===== config.mk =====
export PLATFORM = sky130hd
export DESIGN_NAME = rst_conditioner
export DESIGN_NICKNAME = d
export VERILOG_FILES = /design/src/soc_pkg.sv /design/src/rst_conditioner.sv
export SDC_FILE = /design/constraint.sdc
export NUM_CORES = 1
export LEC_CHECK = 0
export BUFFER_PORTS_ARGS = -buffer_cell sky130_fd_sc_hd__buf_4
export CAP_MARGIN = 10
export CORE_AREA = 4 4 41 43
export CTS_BUF_LIST = sky130_fd_sc_hd__clkbuf_2
export CTS_CLUSTER_SIZE = 30
export DETAILED_ROUTE_END_ITERATION = 8
export DIE_AREA = 0 0 45 47
export HOLD_SLACK_MARGIN = 0.1
export SLEW_MARGIN = 20
export SYNTH_ARGS = -nofsm -noshare
export SYNTH_HDL_FRONTEND = slang
export SYNTH_SLANG_ARGS = --single-unit

===== constraint.sdc =====
create_clock -name cpu_clk -period 1.5 [get_ports cpu_clk]
set_input_delay 0.45 -clock cpu_clk [delete_from_list [all_inputs] [get_ports cpu_clk]]
set_output_delay 0.45 -clock cpu_clk [all_outputs]
set_load 0.02 [all_outputs]

===== src/rom_image.hex =====
// one 32-bit ROM word per line, word index 0 upward
B0070000
B0070001
B0070002
B0070003
B0070004
B0070005
B0070006
B0070007
B0070008
B0070009
B007000A
B007000B
B007000C
B007000D
B007000E
B007000F


===== src/soc_pkg.sv =====
/*
 * memory map, bus constants and the shared address type of the board SoC.
 * the ROM serves whole 32-bit words only; byte lanes are not decoded.
 * heartbeat_reload is sized for simulation and would be half the clock on a board.
 */
`default_nettype none

package soc_pkg;

    // ====================
    // bus
    // ====================
    localparam int ahb_width = 32;

    // AHB-Lite transfer codes
    localparam logic [1:0] htrans_idle   = 2'b00;
    localparam logic [1:0] htrans_busy   = 2'b01;
    localparam logic [1:0] htrans_nonseq = 2'b10;
    localparam logic [1:0] htrans_seq    = 2'b11;

    // ====================
    // memory map
    // ====================
    localparam int rom_words   = 32768;
    localparam int rom_index_w = 15;

    // rom window at 32'hFFEE0000, bits 31:17
    localparam logic [14:0] rom_page  = 15'h7FF7;
    // uart window at 32'hFFDF0000, bits 31:16
    localparam logic [15:0] uart_page = 16'hFFDF;

    localparam string rom_image_file = "/design/src/rom_image.hex";

    // ====================
    // reset and heartbeat
    // ====================
    localparam int          rst_stretch_w    = 4;
    localparam logic [4:0]  heartbeat_reload = 5'd24;

    // one address word, read as a rom word index or as a uart register offset
    typedef union packed {
        struct packed {
            logic [$bits(rom_page)-1:0] page;
            logic [rom_index_w-1:0]     index;
            logic [1:0]                 byte_off;
        } rom;
        struct packed {
            logic [$bits(uart_page)-1:0] page;
            logic [15:0]                 reg_off;
        } uart;
    } bus_addr_t;

endpackage

`default_nettype wire

===== src/rst_conditioner.sv =====
/*
 * button reset conditioning. hard_rst_n clears everything at once.
 * the button must stay high for 16 synchronized cycles before soc_rst_n rises.
 */
`timescale 1ns/10ps
`default_nettype none

module rst_conditioner (
    input  wire logic cpu_clk,
    input  wire logic hard_rst_n,
    input  wire logic ext_rst_n,
    output logic      soc_rst_n
);
    import soc_pkg::*;

    logic [1:0]               btn_sync;
    logic [rst_stretch_w-1:0] stretch_cnt;
    logic                     rst_q;

    // two-flop synchronizer for the button
    always_ff @(posedge cpu_clk or negedge hard_rst_n) begin
        if (!hard_rst_n) begin
            btn_sync <= '0;
        end else begin
            btn_sync <= {btn_sync[0], ext_rst_n};
        end
    end

    // ====================
    // release window
    // ====================
    always_ff @(posedge cpu_clk or negedge hard_rst_n) begin
        if (!hard_rst_n) begin
            rst_q       <= 1'b0;
            stretch_cnt <= '0;
        end else if (rst_q) begin
            // running, drop straight back into reset on a low sample
            rst_q       <= btn_sync[1];
            stretch_cnt <= '0;
        end else if (!btn_sync[1]) begin
            // low inside the window, start over
            stretch_cnt <= '0;
        end else if (stretch_cnt == '1) begin
            // sixteenth high sample in a row
            rst_q <= 1'b1;
        end else begin
            stretch_cnt <= stretch_cnt + 1'b1;
        end
    end

    assign soc_rst_n = rst_q;

endmodule

`default_nettype wire


; ---- Yosys cells after proc, flatten, opt, wreduce, memory -nomap -nowiden
; Index checks and enable logic that the tools add are counted.
[op_classes]
addsub = 1
n_eq_ne = 2
n_mux = 6
[ops]
columns = op, n
row1 = 4-bit 2-to-1 mux, 3
row2 = 4-bit by 1-bit adder with 4-bit output (second input constant), 1
row3 = 4-bit == test (second input constant), 1
row4 = 1-bit 2-to-1 mux, 3
row5 = 3-bit != test (second input constant), 1
[totals]
register_bits = 7
out_inout_bits = 1
in_bits = 3
elab_cells = 12

; ---- Longest topological paths before layout
[depth]
word_depth = 4
depth_mapped = 3

; ---- Least setup slack after synthesis
; Ideal clock, no wire load.
[synth_timing]
path_kind = register -> register
startpoint = register stretch_cnt[0]
endpoint = register rst_q (netlist: soc_rst_n)
synth_period_minus_slack_ns = 1.075
arrival_time_ns = 0.956
setup_time_ns = 0.119
path_stages_with_launch = 4
setup_slack_ns = 0.425
required_time_ns = 1.381
n_path_buf = 0
cell_sequence = dfrtp_1 > ha_1 > and3_4 > o21a_1
[synth_via]
elab_chain_cells = 4
[synth_rtl]
columns = element, line_no
row1 = from (decl), rst_conditioner.sv:17  ; logic [rst_stretch_w-1:0] stretch_cnt;
row2 = from (signal assigned), rst_conditioner.sv:47  ; stretch_cnt <= stretch_cnt + 1'b1;
row3 = 4-bit == test, rst_conditioner.sv:43  ; end else if (stretch_cnt == '1) begin
row4 = 1-bit 2-to-1 mux, rst_conditioner.sv:43
row5 = 1-bit 2-to-1 mux, rst_conditioner.sv:40  ; end else if (!btn_sync[1]) begin
row6 = 1-bit 2-to-1 mux, rst_conditioner.sv:36  ; end else if (rst_q) begin
row7 = to (signal assigned), rst_conditioner.sv:38  ; rst_q <= btn_sync[1];
row8 = to (decl), rst_conditioner.sv:18  ; logic rst_q;
; No other way between the ends.
; A chain may end at the register's enable or synchronous reset.

; ---- Final worst setup path
[layout_timing]
startpoint = register rst_q (netlist: soc_rst_n)
endpoint = output soc_rst_n
[layout_rtl]
columns = element, line_no
row1 = to (decl), rst_conditioner.sv:12  ; output logic soc_rst_n
; No word-level cell between the ends.

==> reports/results.ini <==
[logic_synthesis]
post-synth-top-count-cell=dfrtp_1
netlist_area_um2=311.5
synthArstFlopShare_pct=100.0
synthesis.nets=28
yosysWarnings=0
postSynthCellCount=24
synth_flop_cell=dfrtp_1
synth_area_leaders=dfrtp_1, nand3b_1, a211oi_2, ha_1, and3_4
ys_seq_area_share_pct=56.22
synth.top_cell.area_share_pct=56.22
synth-edff-count=0
netlist_top_cells_count=dfrtp_1, nand3b_1
yosysTopAreaCell=dfrtp_1
synth_cell_type_count=17
postSynthAreaPerCell_um2=12.98
synth-seq-cells=7

[run]
cap_violations=0

[global_routing]
grt_usage_pct=7.092
grt_max_degree=8
grt_first_pass_wirelength_um=1035
grt_pass1_vias=244
globalRouteMet3Util_pct=2.682
use_met1_pct=7.459
grt_util_met2_pct=11.58
gr-total-overflow=0
top_usage_layer=met2
antenna_found_initial=0

[floorplanning]
fp.dieW_um=45
die_height_um=47
core_um2=1301
ios=4
initial_core_util_pct=23.94
die_area_um2=2115
rows=13

[layout]
fin_cells=47
nNetsFinal=37
utilization_pct=29.42
area_delta_synth_final_pct=22.89
layout-drive-gt1-share_pct=31.25
n_antenna_cell=0

[power_and_ir_drop]
power.leakage_nw=0.1771
power.share.combinational_pct=7.3
p_int_w=0.0002822
p_sw_w=0.00009017
swShare_pct=24.22
clkPwrFrac_pct=37.0
ir_drop_uv=531.2
power_w=0.0003724
pwr-share-seq_pct=55.7
power_density_nw_per_um2=972.6

[detailed_routing]
drt_iter0_markers=4
routed_wl_um=520
first_pass_iters=2
wl_per_cell_um=11.06
drcViolationCount=0
vias=222
via_per_inst=4.723
ant_nets=0

[timing]
rsz0062_at_grt=no
period_minus_slack_ns=1.253
setup_viol=0
tns_ns=0
slew_violations=0
period_share_pct=83.57
clock_skew_ns=0.001816
layout_setup_ws_ns=0.2465
final-hold-violation-count=0
worst-slew-pin-transition_ns=0.1928
max_slew_margin_pct=87.14
fmax_mhz=797.8

[place]
dp_hpwl_um=395.5
dp_slack_ns=0.3444
placed_cells=42
gp_congestion=0.7664
io_buffers=3

[clocking]
clockBufferDepth=2
cts_resized=0
clockRootBuffer=clkbuf_2
cts_buffers=3
clock_sinks=7
cts_hold_buffers=1
cts_tree=yes
clock_latency_ns=0.22
htreeDepth=1
path_clk_slew_ns=0.08
cts_setup_buffers=0

[critical_path]
worstPathRequired_ns=1.05
critPathMaxFanout=5
cp.arrival_ns=0.80
worstSetupPathType=flip-flop to output port
path_buf_inv=1
cp-end-kind=output port
critPathSlowestCell=dfrtp_1
crit_chain=buf_4
worst_path_largest_cell_delay_ns=0.41
crit_family=flip-flops
cp-start-kind=flip-flop

[hold_path]
min_path_type=input pin to flip-flop

[outcome]
outcome=finished clean

==> final timing paths <==
path	start	to	slack, ns	cells after the start
max in group asynchronous	hard_rst_n	stretch_cnt[0]	0.82	2
worst max register to register	stretch_cnt[0]	stretch_cnt[1]	0.33	3
worst min-delay path	ext_rst_n	btn_sync[0]	0.33	1
worst max-delay path	soc_rst_n	soc_rst_n	0.25	1
min in group asynchronous	hard_rst_n	stretch_cnt[3]	0.57	2
worst min register to register	btn_sync[0]	btn_sync[1]	0.36	0
==> power by group through the flow <==
stage | logic [W] | clock network, W | registers, W
after floorplan | 0.0000153 | 0 | 0.000209
after global placement | 0.0000240 | 0 | 0.000211
after detailed placement | 0.0000256 | 0 | 0.000211
after CTS | 0.0000277 | 0.000142 | 0.000207
after global routing | 0.0000315 | 0.000165 | 0.000209
final | 0.0000272 | 0.000138 | 0.000207
==> per-stage QoR <==
stage / cell area, µm² / hold slack, ns
after floorplan: 311.5 / 0.1544
after global placement: 352.8 / 0.2640
after detailed placement: 352.8 / 0.2664
after CTS: 382.9 / 0.3267
after global routing: 382.9 / 0.2988
final: 382.9 / 0.3345
==> layout by cell type, fill, tap and decap left out <==
cell | synthesis | routed
nor2b_1 | 1 | 1
buf_4 | 0 | 3
and3_1 | 1 | 1
o21a_1 | 1 | 1
nand2b_1 | 1 | 1
and3_4 | 1 | 1
dfrtp_1 | 7 | 7
and3b_1 | 1 | 1
nand4_1 | 1 | 1
a31oi_1 | 1 | 1
a31o_1 | 1 | 1
a21oi_1 | 1 | 1
dlygate4sd3_1 | 0 | 1
ha_1 | 1 | 1
clkbuf_2 | 0 | 4
mux2i_1 | 1 | 1
nor2_1 | 1 | 1
nand3b_1 | 2 | 2
nor3_2 | 1 | 1
a211oi_2 | 1 | 1
==> worst reg2reg max path, cell delays in order (launching register included) <==
cell and delay (ns):
dfrtp_1 0.41, ha_1 0.27, and3_4 0.22, mux2i_1 0.19
==> metal layers <==
layer,vias to the layer above,wire [µm]
met3,0,28
met5,-,0
met4,0,0
li1,106,-
met2,4,241
met1,112,250
==> final cells by class <==
type | instances | area [µm²]
Fill cell | 148 | 918.4
Sequential cell | 7 | 175.2
Multi-Input combinational cell | 17 | 136.4
Timing Repair Buffer | 4 | 32.53
Clock buffer | 4 | 20.02
Tap cell | 15 | 18.77
==> cells by family after synthesis <==
group	synth area share [%]
flops	56.23
simple gates	23.70
mux	3.213
fa+ha+maj	4.015
compound gates	12.85
==> registers in the layout, indices dropped and copies added, names as in the netlist <==
name,count
soc_rst_n,1
stretch_cnt,4
btn_sync,2
No activity file was read; power rests on OpenSTA's default activity.
