--- src/rom_image.hex ---
// one 32-bit ROM word per line, word index 0 upward
B0070000
B0070001
B0070002
B0070003
B0070004
B0070005
B0070006
B0070007
B0070008
B0070009
B007000A
B007000B
B007000C
B007000D
B007000E
B007000F

--- src/soc_pkg.sv ---
/*
 * memory map, bus constants and the shared address type of the board SoC.
 * the ROM serves whole 32-bit words only; byte lanes are not decoded.
 * heartbeat_reload is sized for simulation and would be half the clock on a board.
 */
`default_nettype none

package soc_pkg;

    // ====================
    // bus
    // ====================
    localparam int ahb_width = 32;

    // AHB-Lite transfer codes
    localparam logic [1:0] htrans_idle   = 2'b00;
    localparam logic [1:0] htrans_busy   = 2'b01;
    localparam logic [1:0] htrans_nonseq = 2'b10;
    localparam logic [1:0] htrans_seq    = 2'b11;

    // ====================
    // memory map
    // ====================
    localparam int rom_words   = 32768;
    localparam int rom_index_w = 15;

    // rom window at 32'hFFEE0000, bits 31:17
    localparam logic [14:0] rom_page  = 15'h7FF7;
    // uart window at 32'hFFDF0000, bits 31:16
    localparam logic [15:0] uart_page = 16'hFFDF;

    localparam string rom_image_file = "/design/src/rom_image.hex";

    // ====================
    // reset and heartbeat
    // ====================
    localparam int          rst_stretch_w    = 4;
    localparam logic [4:0]  heartbeat_reload = 5'd24;

    // one address word, read as a rom word index or as a uart register offset
    typedef union packed {
        struct packed {
            logic [$bits(rom_page)-1:0] page;
            logic [rom_index_w-1:0]     index;
            logic [1:0]                 byte_off;
        } rom;
        struct packed {
            logic [$bits(uart_page)-1:0] page;
            logic [15:0]                 reg_off;
        } uart;
    } bus_addr_t;

endpackage

`default_nettype wire
--- src/dmem_slave_mux.sv ---
/*
 * data-side decoder and response mux for the ROM and the external UART.
 * the select is captured on every accepted address phase; an unmapped
 * transfer answers zero data, ready and OKAY. the ROM is always ready.
 */
`timescale 1ns/10ps
`default_nettype none

module dmem_slave_mux (
    input  wire logic                          cpu_clk,
    input  wire logic                          soc_rst_n,
    input  wire soc_pkg::bus_addr_t            dmem_haddr,
    input  wire logic [1:0]                    dmem_htrans,
    input  wire logic [soc_pkg::ahb_width-1:0] rom_hrdata,
    input  wire logic [soc_pkg::ahb_width-1:0] uart_hrdata,
    input  wire logic                          uart_hreadyout,
    input  wire logic                          uart_hresp,
    output logic                               rom_hsel,
    output logic                               uart_hsel,
    output logic [soc_pkg::ahb_width-1:0]      dmem_hrdata,
    output logic                               dmem_hready,
    output logic                               dmem_hresp
);
    import soc_pkg::*;

    logic       trans_active;
    logic       addr_accept;
    logic [1:0] sel_q;          // {rom, uart} of the transfer in data phase

    // ====================
    // address phase
    // ====================
    // same word, two views of its upper bits
    assign rom_hsel  = (dmem_haddr.rom.page == rom_page);
    assign uart_hsel = (dmem_haddr.uart.page == uart_page);

    assign trans_active = (dmem_htrans != htrans_idle) && (dmem_htrans != htrans_busy);
    assign addr_accept  = trans_active && dmem_hready;

    always_ff @(posedge cpu_clk or negedge soc_rst_n) begin
        if (!soc_rst_n) begin
            sel_q <= 2'b00;
        end else if (addr_accept) begin
            // unmapped address clears the select
            sel_q <= {rom_hsel, uart_hsel};
        end
    end

    // ====================
    // data phase
    // ====================
    always_comb begin
        unique case (sel_q)
            2'b10: begin
                dmem_hrdata = rom_hrdata;
                dmem_hready = 1'b1;
                dmem_hresp  = 1'b0;
            end
            2'b01: begin
                // uart may stretch the data phase
                dmem_hrdata = uart_hrdata;
                dmem_hready = uart_hreadyout;
                dmem_hresp  = uart_hresp;
            end
            default: begin
                dmem_hrdata = '0;
                dmem_hready = 1'b1;
                dmem_hresp  = 1'b0;
            end
        endcase
    end

endmodule

`default_nettype wire

--- config.mk ---
export PLATFORM = sky130hd
export DESIGN_NAME = dmem_slave_mux
export DESIGN_NICKNAME = d
export VERILOG_FILES = /design/src/soc_pkg.sv /design/src/dmem_slave_mux.sv
export SDC_FILE = /design/constraint.sdc
export NUM_CORES = 1
export LEC_CHECK = 0
export BUFFER_PORTS_ARGS = -buffer_cell sky130_fd_sc_hd__buf_2
export CORE_ASPECT_RATIO = 0.75
export CORE_MARGIN = 2
export CORE_UTILIZATION = 26
export CTS_BUF_LIST = sky130_fd_sc_hd__clkbuf_4
export DETAILED_ROUTE_END_ITERATION = 8
export GPL_ROUTABILITY_DRIVEN = 0
export HOLD_SLACK_MARGIN = 0.12
export PLACE_DENSITY = 0.89
export SYNTH_ARGS = -nofsm -noshare
export SYNTH_HDL_FRONTEND = slang
export SYNTH_SLANG_ARGS = --single-unit
--- constraint.sdc ---
create_clock -name cpu_clk -period 1.9 [get_ports cpu_clk]
set_input_delay 0.095 -clock cpu_clk [delete_from_list [all_inputs] [get_ports cpu_clk]]
set_output_delay 0.095 -clock cpu_clk [all_outputs]
set_load 0.02 [all_outputs]
# Word-level counts from Yosys, hierarchy flattened
# Cells that the tools add are included.
# op_classes
add_sub_neg	0
n_mul	0
n_div	0
magnitude_cmp	0
n_eq_ne	5
shift	0
n_mux	3
bitwise	0
reduce_logical	3
# ops
operator	count
$pmux 32 s2	1
$eq 16x16->1 const B	1
$eq 15x15->1 const B	1
$eq 2x1->1 const B	1
$eq 2x2->1 const B	1
$logic_and 1x1->1	2
$mux 1	2
$ne 2x1->1 const B	1
$reduce_bool 2->1	1
# totals
regBits	2
latch_bits	0
ramBits	0
romBits	0
in_bits	102
output_inout_bits	36
mem_count	0

# Logic depth before layout (Yosys ltp)
# Gate-level depths: netlist (run 1).
# logic_depth
depth_word	3
mapped_depth	6
depth_no_buf	5

# Worst setup path before layout (run 1)
# Ideal clock, no wire load.
# synth_timing
kind	register to register
start	register sel_q[0]
end	register sel_q[0]
setup_time_ns	0.128
t_arrival_ns	1.304
path_slack_ns	0.468
stages_incl_launch_ff	6
path_buffers	1
cell_sequence	dfrtp_1 > ha_1 > buf_2 > nand2b_1 > nand2_1 > mux2_1
# synth_via
elab_chain_len	3
# synth_lines
item	line_no	text
from (decl)	dmem_slave_mux.sv:28	logic [1:0] sel_q;
from (signal assigned)	dmem_slave_mux.sv:45	sel_q <= {rom_hsel, uart_hsel};
$eq 2x1->1	dmem_slave_mux.sv:53	unique case (sel_q)
$mux 1	dmem_slave_mux.sv:53	
via dmem_hready	dmem_slave_mux.sv:21	output logic dmem_hready,
$logic_and 1x1->1	dmem_slave_mux.sv:38	assign addr_accept = trans_active && dmem_hready;
# The timed path passes the listed nets, and every way through them passes these cells.
# A chain may end at the register's enable or synchronous reset.

# Final worst setup path (run 1)
# layout_timing
start	register sel_q[0]
end	output port dmem_hrdata[25] (netlist name)
# layout_via
elab_chain_len	2
# layout_lines
item	line_no	text
$eq 2x1->1 / $eq 2x2->1 (equally long branches)	dmem_slave_mux.sv:53	
$pmux 32 s2 *	dmem_slave_mux.sv:53	
to (decl)	dmem_slave_mux.sv:20	output logic [soc_pkg::ahb_width-1:0] dmem_hrdata,
# Every way passes the cells marked *; elsewhere a longest branch is shown, timed or not.

==> reports/metrics.yaml, run 1 <==
p_leak_nw: 0.6622
viasPerCell: 4.645
slowest_stage: "ha_2"
clockRootBuffer: "clkbuf_4"
ios: 138
insertedDiodeCount: 0
p_clk_share_pct: 40.4
internal_power_mw: 0.1781
dieArea_um2: 2772
swShare_pct: 24.08
cts_buffers: 3
portBuffers: 120
grt_setup_unrepaired: "false"
slew_headroom_pct: 83.15
synth_cells: 93
insertion_delay_ps: 230
required_ps: 1800
crit_type: "reg2out"
rr_endpoint: "sel_q[1]"
fin_crit_sh_pct: 89.28
core_area_um2: 2271
hold_viol: 0
postSynthAreaPerCell_um2: 6.606
reg_top3: "sel_q (2)"
min_period_ps: 1696
drc: 0
syn-num-nets: 197
drt_iter0_drc: 59
antenna_found_initial: 0
worst_r2r_path_depth: 5
cp_num_buf_inv: 3
nets: 317
grt.overflow.total: 0
ys_ff_latch: 2
layout-drive-gt1-share_pct: 62.56
area.growth.synth_to_final_pct: 110.0
die_h_um: 46.10
start_util_pct: 27.05
synth.cell_area_um2: 614.3
grt_max_degree: 23
cts_buffer_depth: 2
max_cap_viol_count: 0
setup_tns_ps: 0
top_register: "sel_q"
dieWidth_um: 60.13
clk_pin_slew_ps: 30
synth_seq_area_share_pct: 8.147
cts_setup_buffers: 0
place_hpwl_mm: 2.050
critPathMaxFanout: 21
grt_pass1_vias: 910
setup_viol: 0
status: "complete, no violations"
cts.sinks: 2
synth.top_cell.area_share_pct: 39.10
first_pass_iters: 4
fin_skew_ps: 4.592
postRouteWirelength_mm: 2.529
num_vias: 1138
rows: 15
drt.antenna.violating_nets: 0
htreeDepth: 1
wl_per_cell_um: 10.32
setup_slack_ps: 203.7
ys_types: 17
min_path_type: "in2async"
final_cell_mix: "buf_2, a22oi_1, nor2_1, clkbuf_4, buf_4"
grt_pass1_wl_mm: 3.615
yosys.area.top_type: "a22oi_1"
combinationalPowerShare_pct: 41.3
slew_viol_final: 0
final_common_cell: "buf_2"
cp-start-kind: "flip-flop"
r2r_slack_ps: 630
peakVddDrop_v: 0.0001587
max_stage_delay_ps: 440
crit_family: "buffers and inverters"
synth_warnings: 0
power_frac_seq_pct: 18.3
largest_reg_flops: 2
synthTopCellsByArea: "a22oi_1, nor2_1, dfrtp_1"
preCtsSetupSlack_ps: 332.3
worstMarginPinSlew_ps: 250.7
clock.fmax_mhz: 589.5
critPathCaptureType: "output port"
power_density_nw_per_um2: 181.9
track_usage_pct: 16.95
worst_ep_arrival_time_ps: 1600
fillers: 220
worstPathCellList: "inv_1, ha_2, buf_4, nor2_1, buf_2"
power_switching_mw: 0.05649
r2r-start: "sel_q[1]"
cts_tree: "yes"
==> power by group through the flow <==
stage	Combinational, mW	Sequential (mW)	Clock [mW]
after floorplan	0.00703	0.0434	0
after global placement	0.0925	0.0434	0
after detailed placement	0.0951	0.0434	0
after CTS	0.0971	0.0429	0.0990
after global routing	0.106	0.0429	0.103
final	0.0968	0.0429	0.0949
==> logic make-up after synthesis <==
logic type               share of synthesized area (%)
AND/OR/NAND/NOR                                  36.46
AO/OA/AOI/OAI                                    39.10
buffers and inverters                            8.554
multiplexers                                     3.666
adder cells (fa/ha/maj)                          4.073
flip-flops                                       8.147
==> cells in the mapped netlist (all sizes together) <==
cell / count
nand2b: 1
nand4: 4
nand4b: 1
and2: 1
a22oi: 32
nor2: 32
ha: 2
mux2: 2
clkbuf: 4
buf: 6
nand3b: 1
inv: 2
dfrtp: 2
nand2: 1
nor4: 2
==> per-layer routing <==
| metal | wire (um) | part of all wire (%) | track usage, % | vias to the layer above |
|---|---|---|---|---|
| met5 | 0 | 0 | 0 | - |
| met4 | 27 | 1.1 | 8.000 | 0 |
| met3 | 208 | 8.2 | 1.685 | 4 |
| met2 | 1225 | 48 | 30.22 | 55 |
| met1 | 1067 | 42 | 20.60 | 492 |
| li1 | - | - | - | 587 |
==> through the flow <==
| step | instances | hold slack, ps | power (mW) | cell area [um2] | utilization [%] |
|---|---|---|---|---|---|
| global route | 245 | 185.6 | 0.2522 | 1290 | 56.80 |
| floorplan | 93 | -200.6 | 0.05042 | 614.3 | - |
| finish | 245 | 187.7 | 0.2346 | 1290 | 56.80 |
| detailed placement | 241 | -116.4 | 0.1385 | 1255 | 55.26 |
| CTS | 245 | 175.2 | 0.2391 | 1287 | 56.69 |
| global placement | 241 | -118.1 | 0.1359 | 1255 | 55.26 |
==> timing repair <==
action	CTS	global route
hold buffers	1	0
hold endpoints to repair	2	0
resized for setup	0	1
setup endpoints to repair	0	21
==> worst register-to-register path, delay by kind of cell (launching register included) <==
family,cells,cell delay [ps]
buffers and inverters,1,60
and+or+nand+nor,2,190
muxes,1,320
adders and majority gates,1,190
DFF,1,390
==> final cells by class <==
| cell class | instances | area [um2] | area share [%] |
|---|---|---|---|
| Tap cell | 34 | 42.54 | 3.298 |
| Clock buffer | 3 | 22.52 | 1.746 |
| Inverter | 2 | 7.507 | 0.5820 |
| Multi-Input combinational cell | 79 | 514.2 | 39.86 |
| Sequential cell | 2 | 50.05 | 3.880 |
| Timing Repair Buffer | 125 | 653.1 | 50.63 |
==> how the worst max path moves through the flow <==
| stage | end | start | cells past startpoint |
|---|---|---|---|
| floorplan | sel_q[0] | sel_q[0] | 5 |
| global placement | dmem_hrdata[30] | sel_q[0] | 5 |
| detailed placement | dmem_hrdata[14] | sel_q[0] | 5 |
| CTS | dmem_hrdata[14] | sel_q[0] | 5 |
| global route | dmem_hrdata[26] | sel_q[0] | 5 |
| finish | dmem_hrdata[25] | sel_q[0] | 5 |
(Power assumes the default switching activity.)
==> run 2, diff against run 1 <==
--- a/config.mk
+++ b/config.mk
@@ -14,6 +14,7 @@
 export GPL_ROUTABILITY_DRIVEN = 0
 export HOLD_SLACK_MARGIN = 0.12
 export PLACE_DENSITY = 0.89
+export REMOVE_ABC_BUFFERS = 1
 export SYNTH_ARGS = -nofsm -noshare
 export SYNTH_HDL_FRONTEND = slang
 export SYNTH_SLANG_ARGS = --single-unit
==> run 2 against run 1 <==
Compared with the run above: global-route usage increased by 0.36 points; core utilization rose by 0.22 points; highest routed layer is now met3; critical path type unchanged; clock power is essentially flat; worst setup slack lost 22 ps; count of clock-buffer cells in the layout did not move; sequential cell count is the same; final area is 0.39% higher; via count rose by 0.18%; register-to-register slack lost 250 ps; non-clock buffer count grew 1.
==> reports/metrics.yaml, run 2 (same netlist as run 1, synthesis figures left out) <==
status: "complete, no violations"
portBuffers: 120
htreeDepth: 1
core_area_um2: 2271
nets: 318
cts.sinks: 2
min_period_ps: 1719
dieWidth_um: 60.13
viasPerCell: 4.634
cp-start-kind: "flip-flop"
critPathMaxFanout: 26
top_register: "sel_q"
reg_top3: "sel_q (2)"
drt.antenna.violating_nets: 0
worst_ep_arrival_time_ps: 1620
instances_no_fill: 246
clock.fmax_mhz: 581.9
postRouteWirelength_mm: 2.637
min_path_type: "in2async"
antenna_found_initial: 0
power_mw: 0.2353
insertion_delay_ps: 220
first_pass_iters: 4
crit_type: "reg2out"
power_density_nw_per_um2: 181.7
slew_headroom_pct: 74.27
drt_iter0_drc: 54
dp.cells: 242
final_cell_mix: "buf_2, a22oi_1, nor2_1, buf_4, clkbuf_4"
track_usage_pct: 17.31
p_leak_nw: 0.6676
die_h_um: 46.10
wl_per_cell_um: 10.72
largest_reg_flops: 2
required_ps: 1800
num_vias: 1140
grt_max_degree: 27
place_hpwl_mm: 2.150
hold_viol: 0
grt.overflow.total: 0
cts_tree: "yes"
peakVddDrop_v: 0.0002576
drc: 0
cts_buffers: 3
insertedDiodeCount: 0
grt_setup_unrepaired: "false"
clk_pin_slew_ps: 30
fin_crit_sh_pct: 90.46
slew_viol_final: 0
cts_setup_buffers: 0
layout-drive-gt1-share_pct: 62.26
worstMarginPinSlew_ps: 386.0
final_common_cell: "buf_2"
start_util_pct: 27.05
max_cap_viol_count: 0
ios: 138
rows: 15
setup_viol: 0
area.growth.synth_to_final_pct: 110.8
fin_skew_ps: 1.145
dieArea_um2: 2772
critPathCaptureType: "output port"
clockRootBuffer: "clkbuf_4"
grt_pass1_vias: 972
grt_pass1_wl_mm: 3.760
cts_buffer_depth: 2
==> run 2: cell types whose count changed in the layout (fill, tap and decap cells not counted) <==
cell	delta
buf_4	+1
ha_1	+1
ha_2	-1
==> run 2: through the flow <==
step	TNS, ps	cell area [um2]	setup slack [ps]	util [%]	hold WS (ps)
after detailed placement	0	1262	377.7	55.59	-117.0
after global routing	0	1295	13.25	57.02	193.4
after global placement	0	1262	405.8	55.59	-117.2
after floorplan	-236.2	569.3	-118.1	-	-200.6
final	0	1295	181.3	57.02	178.7
after CTS	0	1295	157.5	57.02	173.4
==> run 2: worst paths after layout <==
kind,start,endpoint,slack (ps),depth (start not counted)
min in group cpu_clk,dmem_htrans[1],sel_q[1],230,3
worst max-delay path,sel_q[1],dmem_hrdata[19],180,6
max in group asynchronous,soc_rst_n,sel_q[0],1630,2
worst max register to register,sel_q[1],sel_q[0],380,5
worst min-delay path,soc_rst_n,sel_q[1],180,2
worst min register to register,sel_q[1],sel_q[1],520,1
==> run 2: report_power, final <==
part,total [mW],switching [mW],leakage (nW),internal (mW)
Combinational,0.0973,0.0318,0.626,0.0655
Clock,0.0951,0.0253,0.0138,0.0698
Sequential,0.0429,0.00000133,0.0280,0.0429
==> run 2: cell type report <==
class                           count  area, um2
Clock buffer                        3      22.52
Fill cell                         225      975.9
Inverter                            2      7.507
Multi-Input combinational cell     79      511.7
Sequential cell                     2      50.05
Tap cell                           34      42.54
Timing Repair Buffer              126      660.6
==> run 2: worst max-delay path, cell delays in order (launching register included) <==
cell and delay, ps:
dfrtp_1 380, inv_1 60, ha_1 380, buf_12 220, a22oi_1 90, nor2_1 90, buf_2 170
==> run 2: routing by layer <==
metal / vias up / share of wire (%) / routed length [um] / GRT usage [%]
li1: 590 / - / - / -
met2: 52 / 52 / 1371 / 32.39
met3: 0 / 7.6 / 200 / 2.247
met1: 498 / 40 / 1065 / 20.60
met5: - / 0 / 0 / 0
met4: 0 / 0 / 0 / 5.333
==> run 2: timing repair <==
| item | CTS | global route |
|---|---|---|
| endpoints found under the hold margin | 2 | 0 |
| hold buffers | 1 | 0 |
| gates resized for setup | 0 | 0 |
==> run 3, diff against run 2 <==
--- a/config.mk
+++ b/config.mk
@@ -5,16 +5,16 @@
 export SDC_FILE = /design/constraint.sdc
 export NUM_CORES = 1
 export LEC_CHECK = 0
+export ABC_AREA = 1
 export BUFFER_PORTS_ARGS = -buffer_cell sky130_fd_sc_hd__buf_2
 export CORE_ASPECT_RATIO = 0.75
 export CORE_MARGIN = 2
-export CORE_UTILIZATION = 26
+export CORE_UTILIZATION = 31
 export CTS_BUF_LIST = sky130_fd_sc_hd__clkbuf_4
 export DETAILED_ROUTE_END_ITERATION = 8
 export GPL_ROUTABILITY_DRIVEN = 0
 export HOLD_SLACK_MARGIN = 0.12
 export PLACE_DENSITY = 0.89
-export REMOVE_ABC_BUFFERS = 1
 export SYNTH_ARGS = -nofsm -noshare
 export SYNTH_HDL_FRONTEND = slang
 export SYNTH_SLANG_ARGS = --single-unit
==> run 3 against run 2 <==
Compared with the run above: via count is 14% higher; synthesized cell count up 58%; routed wire length grew 8.7%; largest cell class unchanged.
==> reports/metrics.yaml, run 3 <==
status: "complete, no violations"
synth_common_cells: "nand2_1, a21oi_2, inv_1"
fin_crit_sh_pct: 83.15
cts.sinks: 2
wl_per_cell_um: 9.462
ys.flop_type: "dfrtp_1"
insertedDiodeCount: 0
worst_r2r_path_depth: 8
r2r_slack_ps: 630
clk_pin_slew_ps: 30
viasPerCell: 4.297
first_pass_iters: 4
ys_ff_latch: 2
preCtsSetupSlack_ps: 518.6
dieArea_um2: 3067
cp_num_buf_inv: 3
fin_skew_ps: 3.050
critPathCaptureType: "output port"
yosysMostFrequentCell: "nand2_1"
die_h_um: 48.46
min_path_type: "in2async"
final_common_cell: "buf_2"
dieWidth_um: 63.28
peakVddDrop_v: 0.0001754
grt_setup_unrepaired: "false"
internal_power_mw: 0.1771
nets: 373
grt_pass1_wl_mm: 4.933
rr_endpoint: "sel_q[1]"
max_stage_delay_ps: 350
drt_iter0_drc: 57
clockRootBuffer: "clkbuf_4"
fillers: 270
drt.antenna.violating_nets: 0
synth.top_cell.area_share_pct: 37.67
required_ps: 1800
hold_viol: 0
cts_resized: 0
setup_slack_ps: 320.1
top_register: "sel_q"
instances_no_fill: 303
worst_hold_slack_ps: 180.7
layout-drive-gt1-share_pct: 59.93
synth-edff-count: 0
r2r-start: "sel_q[1]"
worst_ep_arrival_time_ps: 1480
power_density_nw_per_um2: 157.0
cts_buffer_depth: 2
setup_viol: 0
swShare_pct: 22.60
postRouteWirelength_mm: 2.867
drc: 0
grt_pass1_vias: 1220
synth_seq_area_share_pct: 6.126
power_switching_mw: 0.05171
grt.overflow.total: 0
synth_cells: 147
yosys.area.top_type: "nand2_1"
combinationalPowerShare_pct: 41.1
synth.cell_area_um2: 817.0
num_vias: 1302
insertion_delay_ps: 220
area.growth.synth_to_final_pct: 78.41
power_frac_seq_pct: 18.8
final_cell_area_um2: 1458
final_cell_mix: "buf_2, nand2_1, a21oi_2, inv_1, buf_4"
critPathMaxFanout: 20
dp.cells: 299
slew_headroom_pct: 79.62
utilization_pct: 56.88
grt_max_degree: 21
min_period_ps: 1580
cp-start-kind: "flip-flop"
cts_buffers: 3
ys_types: 16
cts_tree: "yes"
worstMarginPinSlew_ps: 305.7
synthTopCellsByArea: "nand2_1, a21oi_2, dfrtp_1"
portBuffers: 120
async_flop_share_pct: 100.0
p_clk_share_pct: 40.2
largest_reg_flops: 2
slew_viol_final: 0
track_usage_pct: 19.01
place_hpwl_mm: 2.347
start_util_pct: 31.88
reg_top3: "sel_q (2)"
p_leak_nw: 0.7377
power_mw: 0.2288
core_area_um2: 2562
rows: 16
syn-num-nets: 251
crit_family: "buffers and inverters"
slowest_stage: "dfrtp_1"
postPlaceCellArea_um2: 1425
max_cap_viol_count: 0
synth_warnings: 0
crit_type: "reg2out"
antenna_found_initial: 0
worstPathCellList: "inv_1, ha_1, buf_4, a21oi_2, buf_2"
htreeDepth: 1
postSynthAreaPerCell_um2: 5.558
clock.fmax_mhz: 633.0
setup_tns_ps: 0
ios: 138
run 3: final cells by class:
class / instances / area (um2) / share of cell area (%)
clock buffer: 3 / 22.52 / 1.545
inverter: 9 / 33.78 / 2.318
multi-input combinational: 126 / 650.6 / 44.64
sequential: 2 / 50.05 / 3.433
tap: 36 / 45.04 / 3.090
timing repair buffer: 127 / 655.6 / 44.98
run 3: how the worst max path moves through the flow:
stage                        start              end  cells after the start
after floorplan           sel_q[0]  dmem_hrdata[12]                      4
final                     sel_q[0]  dmem_hrdata[21]                      5
after detailed placement  sel_q[0]  dmem_hrdata[18]                      6
after global routing      sel_q[1]  dmem_hrdata[27]                      6
after CTS                 sel_q[0]  dmem_hrdata[18]                      6
after global placement    sel_q[0]  dmem_hrdata[26]                      5
run 3: power groups by stage:
stage	Clock [mW]	Sequential, mW	Combinational [mW]
6_report	0.0919	0.0429	0.0940
5_1_grt	0.0987	0.0429	0.106
4_1_cts	0.0971	0.0429	0.0946
3_5_place_dp	0	0.0434	0.0926
3_3_place_gp	0	0.0434	0.0904
2_1_floorplan	0	0.0434	0.00970
run 3: kinds of logic after synthesis:
group | synth area share (%)
fa+ha+maj | 3.062
flops | 6.126
simple gates | 43.65
buf+inv | 14.24
compound gates | 32.92
run 3: layer usage:
metal	share of wire (%)	global-route usage, %	vias to the layer above
met5	0	0	-
met1	40	20.46	544
met2	51	38.83	59
met4	0	4.710	0
li1	-	-	699
met3	8.8	2.326	0
run 3: repair_timing:
item,4_1_cts,5_1_grt
hold buffers,1,0
buffers inserted,0,0
endpoints found under the hold margin,2,0
