--- src/rom_image.hex ---
// one 32-bit ROM word per line, word index 0 upward
B0070000
B0070001
B0070002
B0070003
B0070004
B0070005
B0070006
B0070007
B0070008
B0070009
B007000A
B007000B
B007000C
B007000D
B007000E
B007000F

--- src/soc_pkg.sv ---
/*
 * memory map, bus constants and the shared address type of the board SoC.
 * the ROM serves whole 32-bit words only; byte lanes are not decoded.
 * heartbeat_reload is sized for simulation and would be half the clock on a board.
 */
`default_nettype none

package soc_pkg;

    // ====================
    // bus
    // ====================
    localparam int ahb_width = 32;

    // AHB-Lite transfer codes
    localparam logic [1:0] htrans_idle   = 2'b00;
    localparam logic [1:0] htrans_busy   = 2'b01;
    localparam logic [1:0] htrans_nonseq = 2'b10;
    localparam logic [1:0] htrans_seq    = 2'b11;

    // ====================
    // memory map
    // ====================
    localparam int rom_words   = 32768;
    localparam int rom_index_w = 15;

    // rom window at 32'hFFEE0000, bits 31:17
    localparam logic [14:0] rom_page  = 15'h7FF7;
    // uart window at 32'hFFDF0000, bits 31:16
    localparam logic [15:0] uart_page = 16'hFFDF;

    localparam string rom_image_file = "/design/src/rom_image.hex";

    // ====================
    // reset and heartbeat
    // ====================
    localparam int          rst_stretch_w    = 4;
    localparam logic [4:0]  heartbeat_reload = 5'd24;

    // one address word, read as a rom word index or as a uart register offset
    typedef union packed {
        struct packed {
            logic [$bits(rom_page)-1:0] page;
            logic [rom_index_w-1:0]     index;
            logic [1:0]                 byte_off;
        } rom;
        struct packed {
            logic [$bits(uart_page)-1:0] page;
            logic [15:0]                 reg_off;
        } uart;
    } bus_addr_t;

endpackage

`default_nettype wire
--- src/heartbeat_blinker.sv ---
/*
 * heartbeat LED, one toggle every heartbeat_reload+1 cycles.
 * the LED lags the internal tick by one cycle and is low out of reset.
 */
`timescale 1ns/10ps
`default_nettype none

module heartbeat_blinker (
    input  wire logic cpu_clk,
    input  wire logic soc_rst_n,
    output logic      heartbeat_led
);
    import soc_pkg::*;

    logic [$bits(heartbeat_reload)-1:0] beat_cnt;
    logic                               tick;

    // reloading down-counter, tick on the reload edge
    always_ff @(posedge cpu_clk or negedge soc_rst_n) begin
        if (!soc_rst_n) begin
            beat_cnt <= '0;
            tick     <= 1'b0;
        end else if (beat_cnt == '0) begin
            beat_cnt <= heartbeat_reload;
            tick     <= 1'b1;
        end else begin
            beat_cnt <= beat_cnt - 1'b1;
            tick     <= 1'b0;
        end
    end

    // toggle flop
    always_ff @(posedge cpu_clk or negedge soc_rst_n) begin
        if (!soc_rst_n) begin
            heartbeat_led <= 1'b0;
        end else if (tick) begin
            heartbeat_led <= ~heartbeat_led;
        end
    end

endmodule

`default_nettype wire

--- config.mk ---
export PLATFORM = sky130hd
export DESIGN_NAME = heartbeat_blinker
export DESIGN_NICKNAME = d
export VERILOG_FILES = /design/src/soc_pkg.sv /design/src/heartbeat_blinker.sv
export SDC_FILE = /design/constraint.sdc
export NUM_CORES = 1
export LEC_CHECK = 0
export BUFFER_PORTS_ARGS = -buffer_cell sky130_fd_sc_hd__buf_2
export CORE_AREA = 2 2 39 41
export DETAILED_ROUTE_END_ITERATION = 12
export DIE_AREA = 0 0 41 43
export PLACE_DENSITY = 0.48
export RECOVER_POWER = 100
export SYNTH_ARGS = -nofsm -noshare
export SYNTH_HDL_FRONTEND = slang
export SYNTH_SLANG_ARGS = --single-unit
--- constraint.sdc ---
create_clock -name cpu_clk -period 2.34 [get_ports cpu_clk]
set_clock_uncertainty 0.15 [all_clocks]
set_input_delay 0.117 -clock cpu_clk [delete_from_list [all_inputs] [get_ports cpu_clk]]
set_output_delay 0.117 -clock cpu_clk [all_outputs]
set_load 0.02 [all_outputs]
# Word level (Yosys, flattened, before mapping)
# Cells that the tools add are included.
[totals]
regBits = 7
latchBits = 0
ramBits = 0
mem_bits_ro = 0
inputBits = 2
output_inout_bits = 1
wordCells = 8
memories = 0
[op_classes]
n_addsub = 1
n_mul = 0
n_div = 0
order_cmp = 0
n_eq_ne = 0
n_shift = 0
muxes = 2
bitwise_logic = 1
n_reduce_logical = 1
[ops]
columns = ["op", "n"]
rows = [
  ["zero test 5 bit", 1],
  ["2-to-1 mux 5 bit", 1],
  ["subtractor 5 x 1 -> 5 bit, second input constant", 1],
  ["2-to-1 mux 1 bit", 1],
  ["NOT 1 bit", 1],
]

# Depth between registers and ports, before layout
# Gate-level depths: netlist of run 1.
[logic_depth]
depth_word = 2
ltp_mapped = 5
mapped_depth_nobuf = 5

# Worst setup path after synthesis of run 1
# Ideal clock, no wire load.
[synth_path]
kind = "reg-to-reg"
from = "register beat_cnt[0]"
to = "register beat_cnt[3]"
setup_time_ns = 0.120
arrival_ns = 0.916
required_time_ns = 2.070
slack_ns = 1.154
path_stages_with_launch = 6
path_buffers = 0
period_less_slack_ns = 1.186
cell_sequence = "dfrtp_1 -> inv_1 -> ha_1 -> nand2b_1 -> a21oi_1 -> o22a_2"
[synth_via]
elab_chain_cells = 2
word_cells_on_any_way = 3
classes_between = "1 x add/sub; 1 x mux; 1 x reduce/logical"
[synth_rtl]
columns = ["item", "line", "source"]
rows = [
  ["from (decl)", "heartbeat_blinker.sv:15", "logic [$bits(heartbeat_reload)-1:0] beat_cnt;"],
  ["from (signal assigned)", "heartbeat_blinker.sv:24", "beat_cnt <= heartbeat_reload;"],
  ["from (signal assigned)", "heartbeat_blinker.sv:27", "beat_cnt <= beat_cnt - 1'b1;"],
  ["subtractor 5 x 1 -> 5 bit or zero test 5 bit (tied branches)", "heartbeat_blinker.sv:27, heartbeat_blinker.sv:23", ""],
  ["2-to-1 mux 5 bit *", "heartbeat_blinker.sv:23", "end else if (beat_cnt == '0) begin"],
]
# Mark *: on every way between the ends. The rest lies on a longest branch, timed or not.
# A chain may end at the register's enable or synchronous reset.

# Worst setup path after layout of run 1
[layout_path]
from = "register beat_cnt[0]"
to = "register beat_cnt[4]"
# Same word-level chain as after synthesis.

==> results of run 1 <==
per-layer routing:
layer	vias to the layer above	global-route usage, %	routed length [um]
met4	0	4.00	0
met5	-	0	0
met1	91	7.36	181
li1	93	-	-
met2	1	9.06	212
met3	0	4.71	14
logic make-up (layout without fill, tap and decap cells):
| group | Yosys count | after routing | share of synthesized area, % |
|---|---|---|---|
| and+or+nand+nor | 10 | 10 | 24.1 |
| xor gates and xnor gates | 1 | 1 | 2.91 |
| AOI/OAI and AO/OA | 4 | 4 | 8.30 |
| DFF | 7 | 7 | 58.1 |
| buffers and inverters | 2 | 9 | 2.49 |
| adders and majority gates | 1 | 1 | 4.15 |
worst reg2reg max path, stage by stage, from the launching register on:
cell and delay, ns:
dfrtp_1 0.38, inv_1 0.06, ha_1 0.19, nand2b_2 0.08, nor3_1 0.30, nand2b_1 0.16
final timing paths:
kind                             start             to  cells after the start
max                        beat_cnt[0]    beat_cnt[4]                      5
min                          soc_rst_n    beat_cnt[4]                      2
max reg2reg                beat_cnt[0]    beat_cnt[4]                      5
min reg2reg                       tick  heartbeat_led                      1
max in group asynchronous    soc_rst_n           tick                      2
min in group cpu_clk              tick  heartbeat_led                      1
per-stage QoR:
stage | std cells | hold slack [ns]
2_1_floorplan | 25 | -0.329
4_1_cts | 48 | 0.0835
3_5_place_dp | 43 | -0.193
6_report | 48 | 0.143
3_3_place_gp | 43 | -0.196
5_1_grt | 48 | 0.189
report_power, final:
part           total (mW)  switching (mW)  internal, mW
Clock               0.105          0.0402        0.0648
Combinational     0.00382         0.00238       0.00144
Sequential          0.121               0         0.121
Yosys cell counts:
cell / count / area [um^2]
or2_1: 1 / 6.26
nor3_4: 1 / 16.3
o22a_2: 1 / 10.0
xor2_1: 1 / 8.76
nand2b_1: 4 / 25.0
nand2b_4: 1 / 13.8
dfrtp_1: 7 / 175
nor2_1: 3 / 11.3
a21oi_1: 1 / 5.00
ha_1: 1 / 12.5
o21ai_0: 2 / 10.0
inv_1: 2 / 7.51
cell type report:
| class | count | share of cell area (%) |
|---|---|---|
| tap | 16 | 5.73 |
| sequential | 7 | 50.2 |
| clock buffer | 4 | 7.53 |
| timing repair buffer | 3 | 5.02 |
| multi-input combinational | 16 | 29.4 |
| inverter | 2 | 2.15 |
registers in the layout, summed over array words and instances, names as in the netlist:
name,count
beat_cnt,5
heartbeat_led,1
tick,1
==> results.md, run 1 <==
- Outcome: finished, final reports clean
- GR Util All Layers: 6.71%
- Fin area: 349 um^2
- Area occupied by multi-input gates: 103 um^2
- # DRC: 0
- Fill cell count: 144
- Final hold violation count: 0
- Startpoint types: register
- RD Place Congestion: 0.633
- WP buf/inv: 1
- Pwr Total: 0.230 mW
- Seq/Total Area, Yosys: 58.1%
- Setup tns final: 0 ns
- Largest net degree at the start of global routing: 8
- Rows: 14
- Die area: 1760 um^2
- Leakage power: 0.169 nW
- Diodes inserted: 0
- Synth warnings: 0
- Crit path cell chain: inv_1 -> ha_1 -> nand2b_2 -> nor3_1 -> nand2b_1
- Area Growth Syn to Fin: 15.8%
- Post-synthesis register bit count: 7
- Number of global-route vias before repair: 198
- Max frequency: 0.721 GHz
- Final core utilization: 25.2%
- Crit path max-delay cell type: dfrtp_1
- Min Clock Period, post-route: 1.39 ns
- Max incr delay on CP: 0.38 ns
- Worst Setup End Kind: register
- Post-CTS sizing: 0
- # hold bufs at CTS: 1
- Netlist cell types: 12
- Pre-CTS setup slack: 1.10 ns
- Die width: 41 um
- CTS max path bufs: 2
- Most common cell after layout, fill and taps aside: dfrtp_1
- Worst skew pair latency: 0.24 ns
- Initial Util: 21.8%
- Final ANT Viol Nets: 0
- Crit Path Class: reg -> reg
- CTS H-tree lvls: 1
- Layout cells sized above 1: 15.6%
- Post-Synthesis Cells: 25
- CP Max Fanout: 4
- 1st-pass router iterations: 2
- Hold Path Class: in -> async
- PwrDens: 659 nW/um^2
- RSZ-0062 raised after global routing: no
- Setup ws final: 0.952 ns
- Worst IR Drop VDD: 0.207 mV
- Post-synthesis cell area: 302 um^2
- Via density: 3.85
- Maxcap violations: 0
- Clock Tree Root: clkbuf_4
- DR iter-0 viols: 1
- Post-CTS setup buffers: 0
- WP data required: 2.37 ns
- Register area: 175 um^2
- Initial antenna violation count: 0
- Post-Syn Nets: 28
- Gr ovfl total: 0
- Buffers on Ports: 2
- TritonCTS clock tree: built
- Worst path top cell family by delay: simple AND/OR/NAND/NOR gates
- Syn Area/Cell: 12.1 um^2
- Number of CTS-inserted buffers: 3
- I/O pin cnt: 3
- Clk sinks: 7
- WL/cell: 8.48 um
- Worst-Margin Slew: 0.370 ns
- Die height: 43 um
- Critical Path AT: 1.42 ns
- Setup slack, reg-to-reg: 0.95 ns
- Post-DP HPWL: 307 um
- Core Region: 1380 um^2
- Slew headroom: 75.1%
- Final setup violation count: 0
- CTS clk-pin slew, worst paths: 0.05 ns
- Fin crit share: 59.3%
- Nets@finish: 36
- Most frequent cells in the layout: dfrtp_1, nand2b_1, nor2_1, clkbuf_4, clkbuf_1
- Final Slew Violations: 0
- Vias post-DR: 185
- Final wirelength: 407 um
- Global-route wire length before repair: 731 um
- Post-DP Area: 332 um^2
Note: power is estimated with default switching activity, not from simulation.
==> run 2: changes to the inputs <==
Clock period 2.34 ns to 1.3 ns, I/O delays scaled along.
==> run 2 against run 1 <==
Sequential cell count stayed put. Setup slack worse by 0.86 ns. Wire length up 5.2%. Global-route usage increased by 0.30 points. Count of clock-buffer cells in the layout did not move. Register-to-register slack got worse by 0.86 ns. Non-clock buffer count unchanged. Via count grew 8.1%. Fmax increased by 15%. Power is 81% higher. Largest power group unchanged. Highest routed layer is now met4.
==> results.md, run 2 (synthesized netlist as in run 1, its figures left out) <==
- Hold Path Class: in -> async
- RR Endpoint: beat_cnt[4]
- Leakage power: 0.170 nW (+0.62%)
- Number of CTS-inserted buffers: 3 (unchanged)
- Diodes inserted: 0 (unchanged)
- Global-route wire length before repair: 772 um (+5.6%)
- Final core utilization: 27.3% (+2.1 points)
- WP data required: 1.28 ns (-1.09 ns)
- Die width: 41 um (unchanged)
- Post-DP Area: 332 um^2 (unchanged)
- Final ANT Viol Nets: 0 (unchanged)
- Worst r2r path cells: 5 (unchanged)
- Nets@finish: 36 (unchanged)
- Final setup violation count: 0 (unchanged)
- Setup slack, reg-to-reg: 0.09 ns (-0.86 ns)
- CP Max Fanout: 3 (-1)
- Crit Path Class: reg -> reg
- # DRC: 0 (unchanged)
- Buffers on Ports: 2 (unchanged)
- Post-CTS setup buffers: 0 (unchanged)
- Pre-CTS setup slack: 0.0584 ns (-1.04 ns)
- TritonCTS clock tree: built
- Die area: 1760 um^2 (unchanged)
- Worst Setup End Kind: register
- RD Place Congestion: 0.638 (+0.69%)
- Largest net degree at the start of global routing: 8 (unchanged)
- Rows: 14 (unchanged)
- Clk sinks: 7 (unchanged)
- Setup crit end: beat_cnt[4]
- Core Region: 1380 um^2 (unchanged)
- Min Clock Period, post-route: 1.21 ns (-0.177 ns)
- Critical Path AT: 1.19 ns (-0.23 ns)
- Final wirelength: 428 um (+5.2%)
- Startpoint types: register
- PwrDens: 1100 nW/um^2 (+67%)
- Initial Util: 21.8% (unchanged)
- Hold WS: 0.0888 ns (-0.0542 ns)
- Slew headroom: 75.2% (about the same)
- Initial antenna violation count: 0 (unchanged)
- Maxcap violations: 0 (unchanged)
- Number of global-route vias before repair: 193 (-2.5%)
- Fin crit share: 93.1% (+34 points)
- CTS clk-pin slew, worst paths: 0.05 ns (about the same)
- Post-DP HPWL: 307 um (about the same)
- Most flops, register: beat_cnt
- Most frequent cells in the layout: dfrtp_1, nand2b_1, nor2_1, clkbuf_4, clkbuf_1
- GR Util All Layers: 7.01% (+0.30 points)
- Worst IR Drop VDD: 0.356 mV (+72%)
- WL/cell: 8.92 um (+5.2%)
- Max frequency: 0.826 GHz (+15%)
- Fin area: 378 um^2 (+8.2%)
- Setup ws final: 0.0897 ns (-0.863 ns)
- I/O pin cnt: 3 (unchanged)
- Layout cells sized above 1: 21.9% (+6.3 points)
- Area Growth Syn to Fin: 25.3%
- Gr ovfl total: 0 (unchanged)
- Worst reg2reg startpoint: beat_cnt[1]
- CTS max path bufs: 2 (unchanged)
- Vias post-DR: 200 (+8.1%)
- CTS H-tree lvls: 1 (unchanged)
- Via density: 4.17 (+8.1%)
- 1st-pass router iterations: 4 (+2)
- Max FFs per register: 5 (unchanged)
- Top Registers: beat_cnt (5), heartbeat_led (1), tick (1)
- Clock Tree Root: clkbuf_4
- Die height: 43 um (unchanged)
- Most common cell after layout, fill and taps aside: dfrtp_1
- Final hold violation count: 0 (unchanged)
- Worst skew pair latency: 0.24 ns (about the same)
- Worst Setup SP: beat_cnt[1]
- DR iter-0 viols: 6 (+5)
- Worst-Margin Slew: 0.372 ns (+0.00204 ns)
- Pwr Total: 0.417 mW (+81%)
- Outcome: finished, final reports clean
- Final Slew Violations: 0 (unchanged)
## run 2: cell counts in the layout (fill, tap and decap cells not counted)
No cell type changed its count.
## run 2: worst max-delay path, stage by stage (launching register included)
cell and delay [ns]:
dfrtp_1 0.38, inv_1 0.10, ha_4 0.16, nand2b_4 0.06, o21ai_0 0.17, nand2b_1 0.07
## run 2: how the worst min path moves through the flow
stage | startpoint | to | slack [ns] | cells past startpoint
global route | soc_rst_n | beat_cnt[3] | 0.12 | 2
global placement | soc_rst_n | heartbeat_led | -0.25 | 1
finish | soc_rst_n | beat_cnt[3] | 0.09 | 2
detailed placement | soc_rst_n | heartbeat_led | -0.24 | 1
floorplan | soc_rst_n | beat_cnt[0] | -0.38 | 0
CTS | soc_rst_n | beat_cnt[3] | 0.02 | 2
## run 2: timing repair
| action | 4_1_cts | 5_1_grt |
|---|---|---|
| hold endpoints to repair | 7 | 0 |
| hold buffers | 1 | 0 |
| endpoints found under the setup margin | 0 | 4 |
| resized for setup | 0 | 2 |
## run 2: routing by layer
| layer | vias up | track usage [%] | part of all wire, % |
|---|---|---|---|
| met5 | - | 0 | 0 |
| met4 | 0 | 8.00 | 3.3 |
| met3 | 4 | 1.57 | 4.7 |
| met2 | 7 | 8.44 | 48 |
| met1 | 96 | 9.03 | 43 |
| li1 | 93 | - | - |
## run 2: stage by stage
step,std cells,TNS (ns)
after floorplan,25,0
after global placement,43,0
after detailed placement,43,0
after CTS,48,0
after global routing,48,-0.00116
final,48,0
## run 2: cell type report
class	instances	area, um^2
Timing Repair Buffer	3	17.5
Sequential cell	7	175
Fill cell	134	1010
Tap cell	16	20.0
Multi-Input combinational cell	16	131
Clock buffer	4	26.3
Inverter	2	7.51
## run 2: report_power, final
group / switching, mW / internal [mW]
Combinational: 0.00429 / 0.00260
Clock: 0.0750 / 0.117
Sequential: 0 / 0.218
Total: 0.0793 / 0.338
==> run 3: changes to the inputs <==
==> constraint.sdc (replaced) <==
create_clock -name cpu_clk -period 1.3 [get_ports cpu_clk]
set_clock_uncertainty 0.15 [all_clocks]
set_input_delay 0.26 -clock cpu_clk [delete_from_list [all_inputs] [get_ports cpu_clk]]
set_output_delay 0.26 -clock cpu_clk [all_outputs]
set_load 0.02 [all_outputs]
==> run 3 against run 2 <==
Setup slack improved by 0.0016 ns. Fmax rose by 0.13%. Highest routed layer unchanged. Power barely moved. Sequential share of layout area fell by 0.15 points. Via count did not move. Count of clock-buffer cells in the layout did not move. Critical endpoint unchanged. Hold slack improved by 0.19 ns. Clock power barely moved. Die area did not move. First-iteration DRC count did not move.
==> results.md, run 3 (synthesized netlist as in run 1, its figures left out) <==
- WL/cell: 8.96 um (+0.47%)
- Area Growth Syn to Fin: 25.7%
- Setup ws final: 0.0912 ns (+0.00155 ns)
- Worst path top cell family by delay: flip-flops
- Cell Int Power: 0.338 mW (unchanged)
- Outcome: finished, final reports clean
- Clock power share: 46.0% (about the same)
- Max incr delay on CP: 0.38 ns (about the same)
- Buffers on Ports: 2 (unchanged)
- Final setup violation count: 0 (unchanged)
- Clk sinks: 7 (unchanged)
- Initial antenna violation count: 0 (unchanged)
- Top Registers: beat_cnt (5), heartbeat_led (1), tick (1)
- Setup tns final: 0 ns (unchanged)
- Worst reg2reg startpoint: beat_cnt[1]
- WP buf/inv: 1 (unchanged)
- Hold WS: 0.277 ns (+0.188 ns)
- Initial Util: 21.8% (unchanged)
- Layout cells sized above 1: 25.0% (+3.1 points)
- Number of CTS-inserted buffers: 3 (unchanged)
- Crit Path Class: reg -> reg
- Hold Path Class: in -> async
- Seq pwr share: 52.4% (about the same)
- Most flops, register: beat_cnt
- Nets@finish: 36 (unchanged)
- NetSw: 0.0793 mW (about the same)
- Slew headroom: 75.2% (about the same)
- TritonCTS clock tree: built
- Worst skew pair latency: 0.24 ns (about the same)
- Via density: 4.17 (unchanged)
- Core Region: 1380 um^2 (unchanged)
- Switching Fraction: 19.0% (about the same)
- # DRC: 0 (unchanged)
- CP Max Fanout: 3 (unchanged)
- Post-DP Area: 332 um^2 (unchanged)
- Leakage power: 0.173 nW (+2.0%)
- Worst-Margin Slew: 0.372 ns (-0.000136 ns)
- GR Util All Layers: 7.01% (unchanged)
- Min Clock Period, post-route: 1.21 ns (-0.00155 ns)
- Rows: 14 (unchanged)
- CTS clk-pin slew, worst paths: 0.05 ns (about the same)
- Fin crit share: 93.0% (-0.12 points)
- Number of global-route vias before repair: 193 (unchanged)
- Setup slack, reg-to-reg: 0.09 ns (about the same)
- Register area: 175 um^2 (unchanged)
- PwrDens: 1100 nW/um^2 (-0.33%)
- RR Endpoint: beat_cnt[4]
- Area occupied by multi-input gates: 131 um^2 (unchanged)
- Post-CTS setup buffers: 0 (unchanged)
- 1st-pass router iterations: 4 (unchanged)
- Global-route wire length before repair: 772 um (unchanged)
- Post-DP HPWL: 307 um (unchanged)
- Crit path max-delay cell type: dfrtp_1
- Proportion of power drawn by combinational gates: 1.7% (about the same)
- Final ANT Viol Nets: 0 (unchanged)
- Gr ovfl total: 0 (unchanged)
- Vias post-DR: 200 (unchanged)
- Startpoint types: register
- Die height: 43 um (unchanged)
- DR iter-0 viols: 6 (unchanged)
- RD Place Congestion: 0.638 (unchanged)
- Pre-CTS setup slack: 0.0584 ns (unchanged)
- Largest net degree at the start of global routing: 8 (unchanged)
- Maxcap violations: 0 (unchanged)
- Most frequent cells in the layout: dfrtp_1, nand2b_1, nor2_1, clkbuf_4
- CTS max path bufs: 2 (unchanged)
- Max FFs per register: 5 (unchanged)
- Die area: 1760 um^2 (unchanged)
- Final wirelength: 430 um (+0.47%)
- Crit path cell chain: inv_1 -> ha_4 -> nand2b_4 -> o21ai_0 -> nand2b_1
- Critical Path AT: 1.19 ns (about the same)
- WP data required: 1.28 ns (about the same)
- I/O pin cnt: 3 (unchanged)
- Diodes inserted: 0 (unchanged)
- Final hold violation count: 0 (unchanged)
- Worst Setup End Kind: register
- Fill cell count: 133 (-0.75%)
- Fin area: 379 um^2 (+0.33%)
- Worst IR Drop VDD: 0.343 mV (-3.7%)
- Worst r2r path cells: 5 (unchanged)
- CTS H-tree lvls: 1 (unchanged)
- Max frequency: 0.827 GHz (+0.13%)
- Clock Tree Root: clkbuf_4
- Final Slew Violations: 0 (unchanged)
- Die width: 41 um (unchanged)
- Most common cell after layout, fill and taps aside: dfrtp_1
## run 3: layout make-up
type	instances	area share [%]
Clock buffer	4	6.93
Inverter	2	1.98
Multi-Input combinational cell	16	34.7
Sequential cell	7	46.2
Tap cell	16	5.28
Timing Repair Buffer	3	4.95
## run 3: per-layer routing
metal | vias to the layer above | part of all wire (%) | track usage [%]
met5 | - | 0 | 0
met4 | 0 | 3.3 | 8.00
met3 | 4 | 4.7 | 1.57
met2 | 7 | 48 | 8.44
met1 | 96 | 44 | 9.03
li1 | 93 | - | -
## run 3: worst max path at each step
stage	slack, ns	startpoint	cells past startpoint	to
global route	-0.001	beat_cnt[1]	5	beat_cnt[4]
finish	0.09	beat_cnt[1]	5	beat_cnt[4]
floorplan	0.11	beat_cnt[0]	5	beat_cnt[3]
global placement	0.07	beat_cnt[0]	5	beat_cnt[4]
CTS	0.05	beat_cnt[0]	5	beat_cnt[4]
detailed placement	0.06	beat_cnt[0]	5	beat_cnt[3]
## run 3: stage by stage
step,utilization [%],power [mW],instances
after floorplan,-,0.222,25
after global placement,24.0,0.227,43
after detailed placement,24.0,0.227,43
after CTS,26.6,0.429,48
after global routing,27.4,0.439,48
final,27.4,0.417,48
## run 3: power by group through the flow
stage / registers (mW) / logic, mW / clock network, mW
after floorplan: 0.222 / 0.0000000544 / 0
after global placement: 0.222 / 0.00529 / 0
after detailed placement: 0.222 / 0.00552 / 0
after CTS: 0.218 / 0.00782 / 0.203
after global routing: 0.218 / 0.00786 / 0.213
final: 0.218 / 0.00688 / 0.192
## run 3: what timing repair did
item	CTS	global route
hold endpoints to repair	7	0
gates resized for setup	0	2
hold buffers	1	0
setup endpoints to repair	0	4
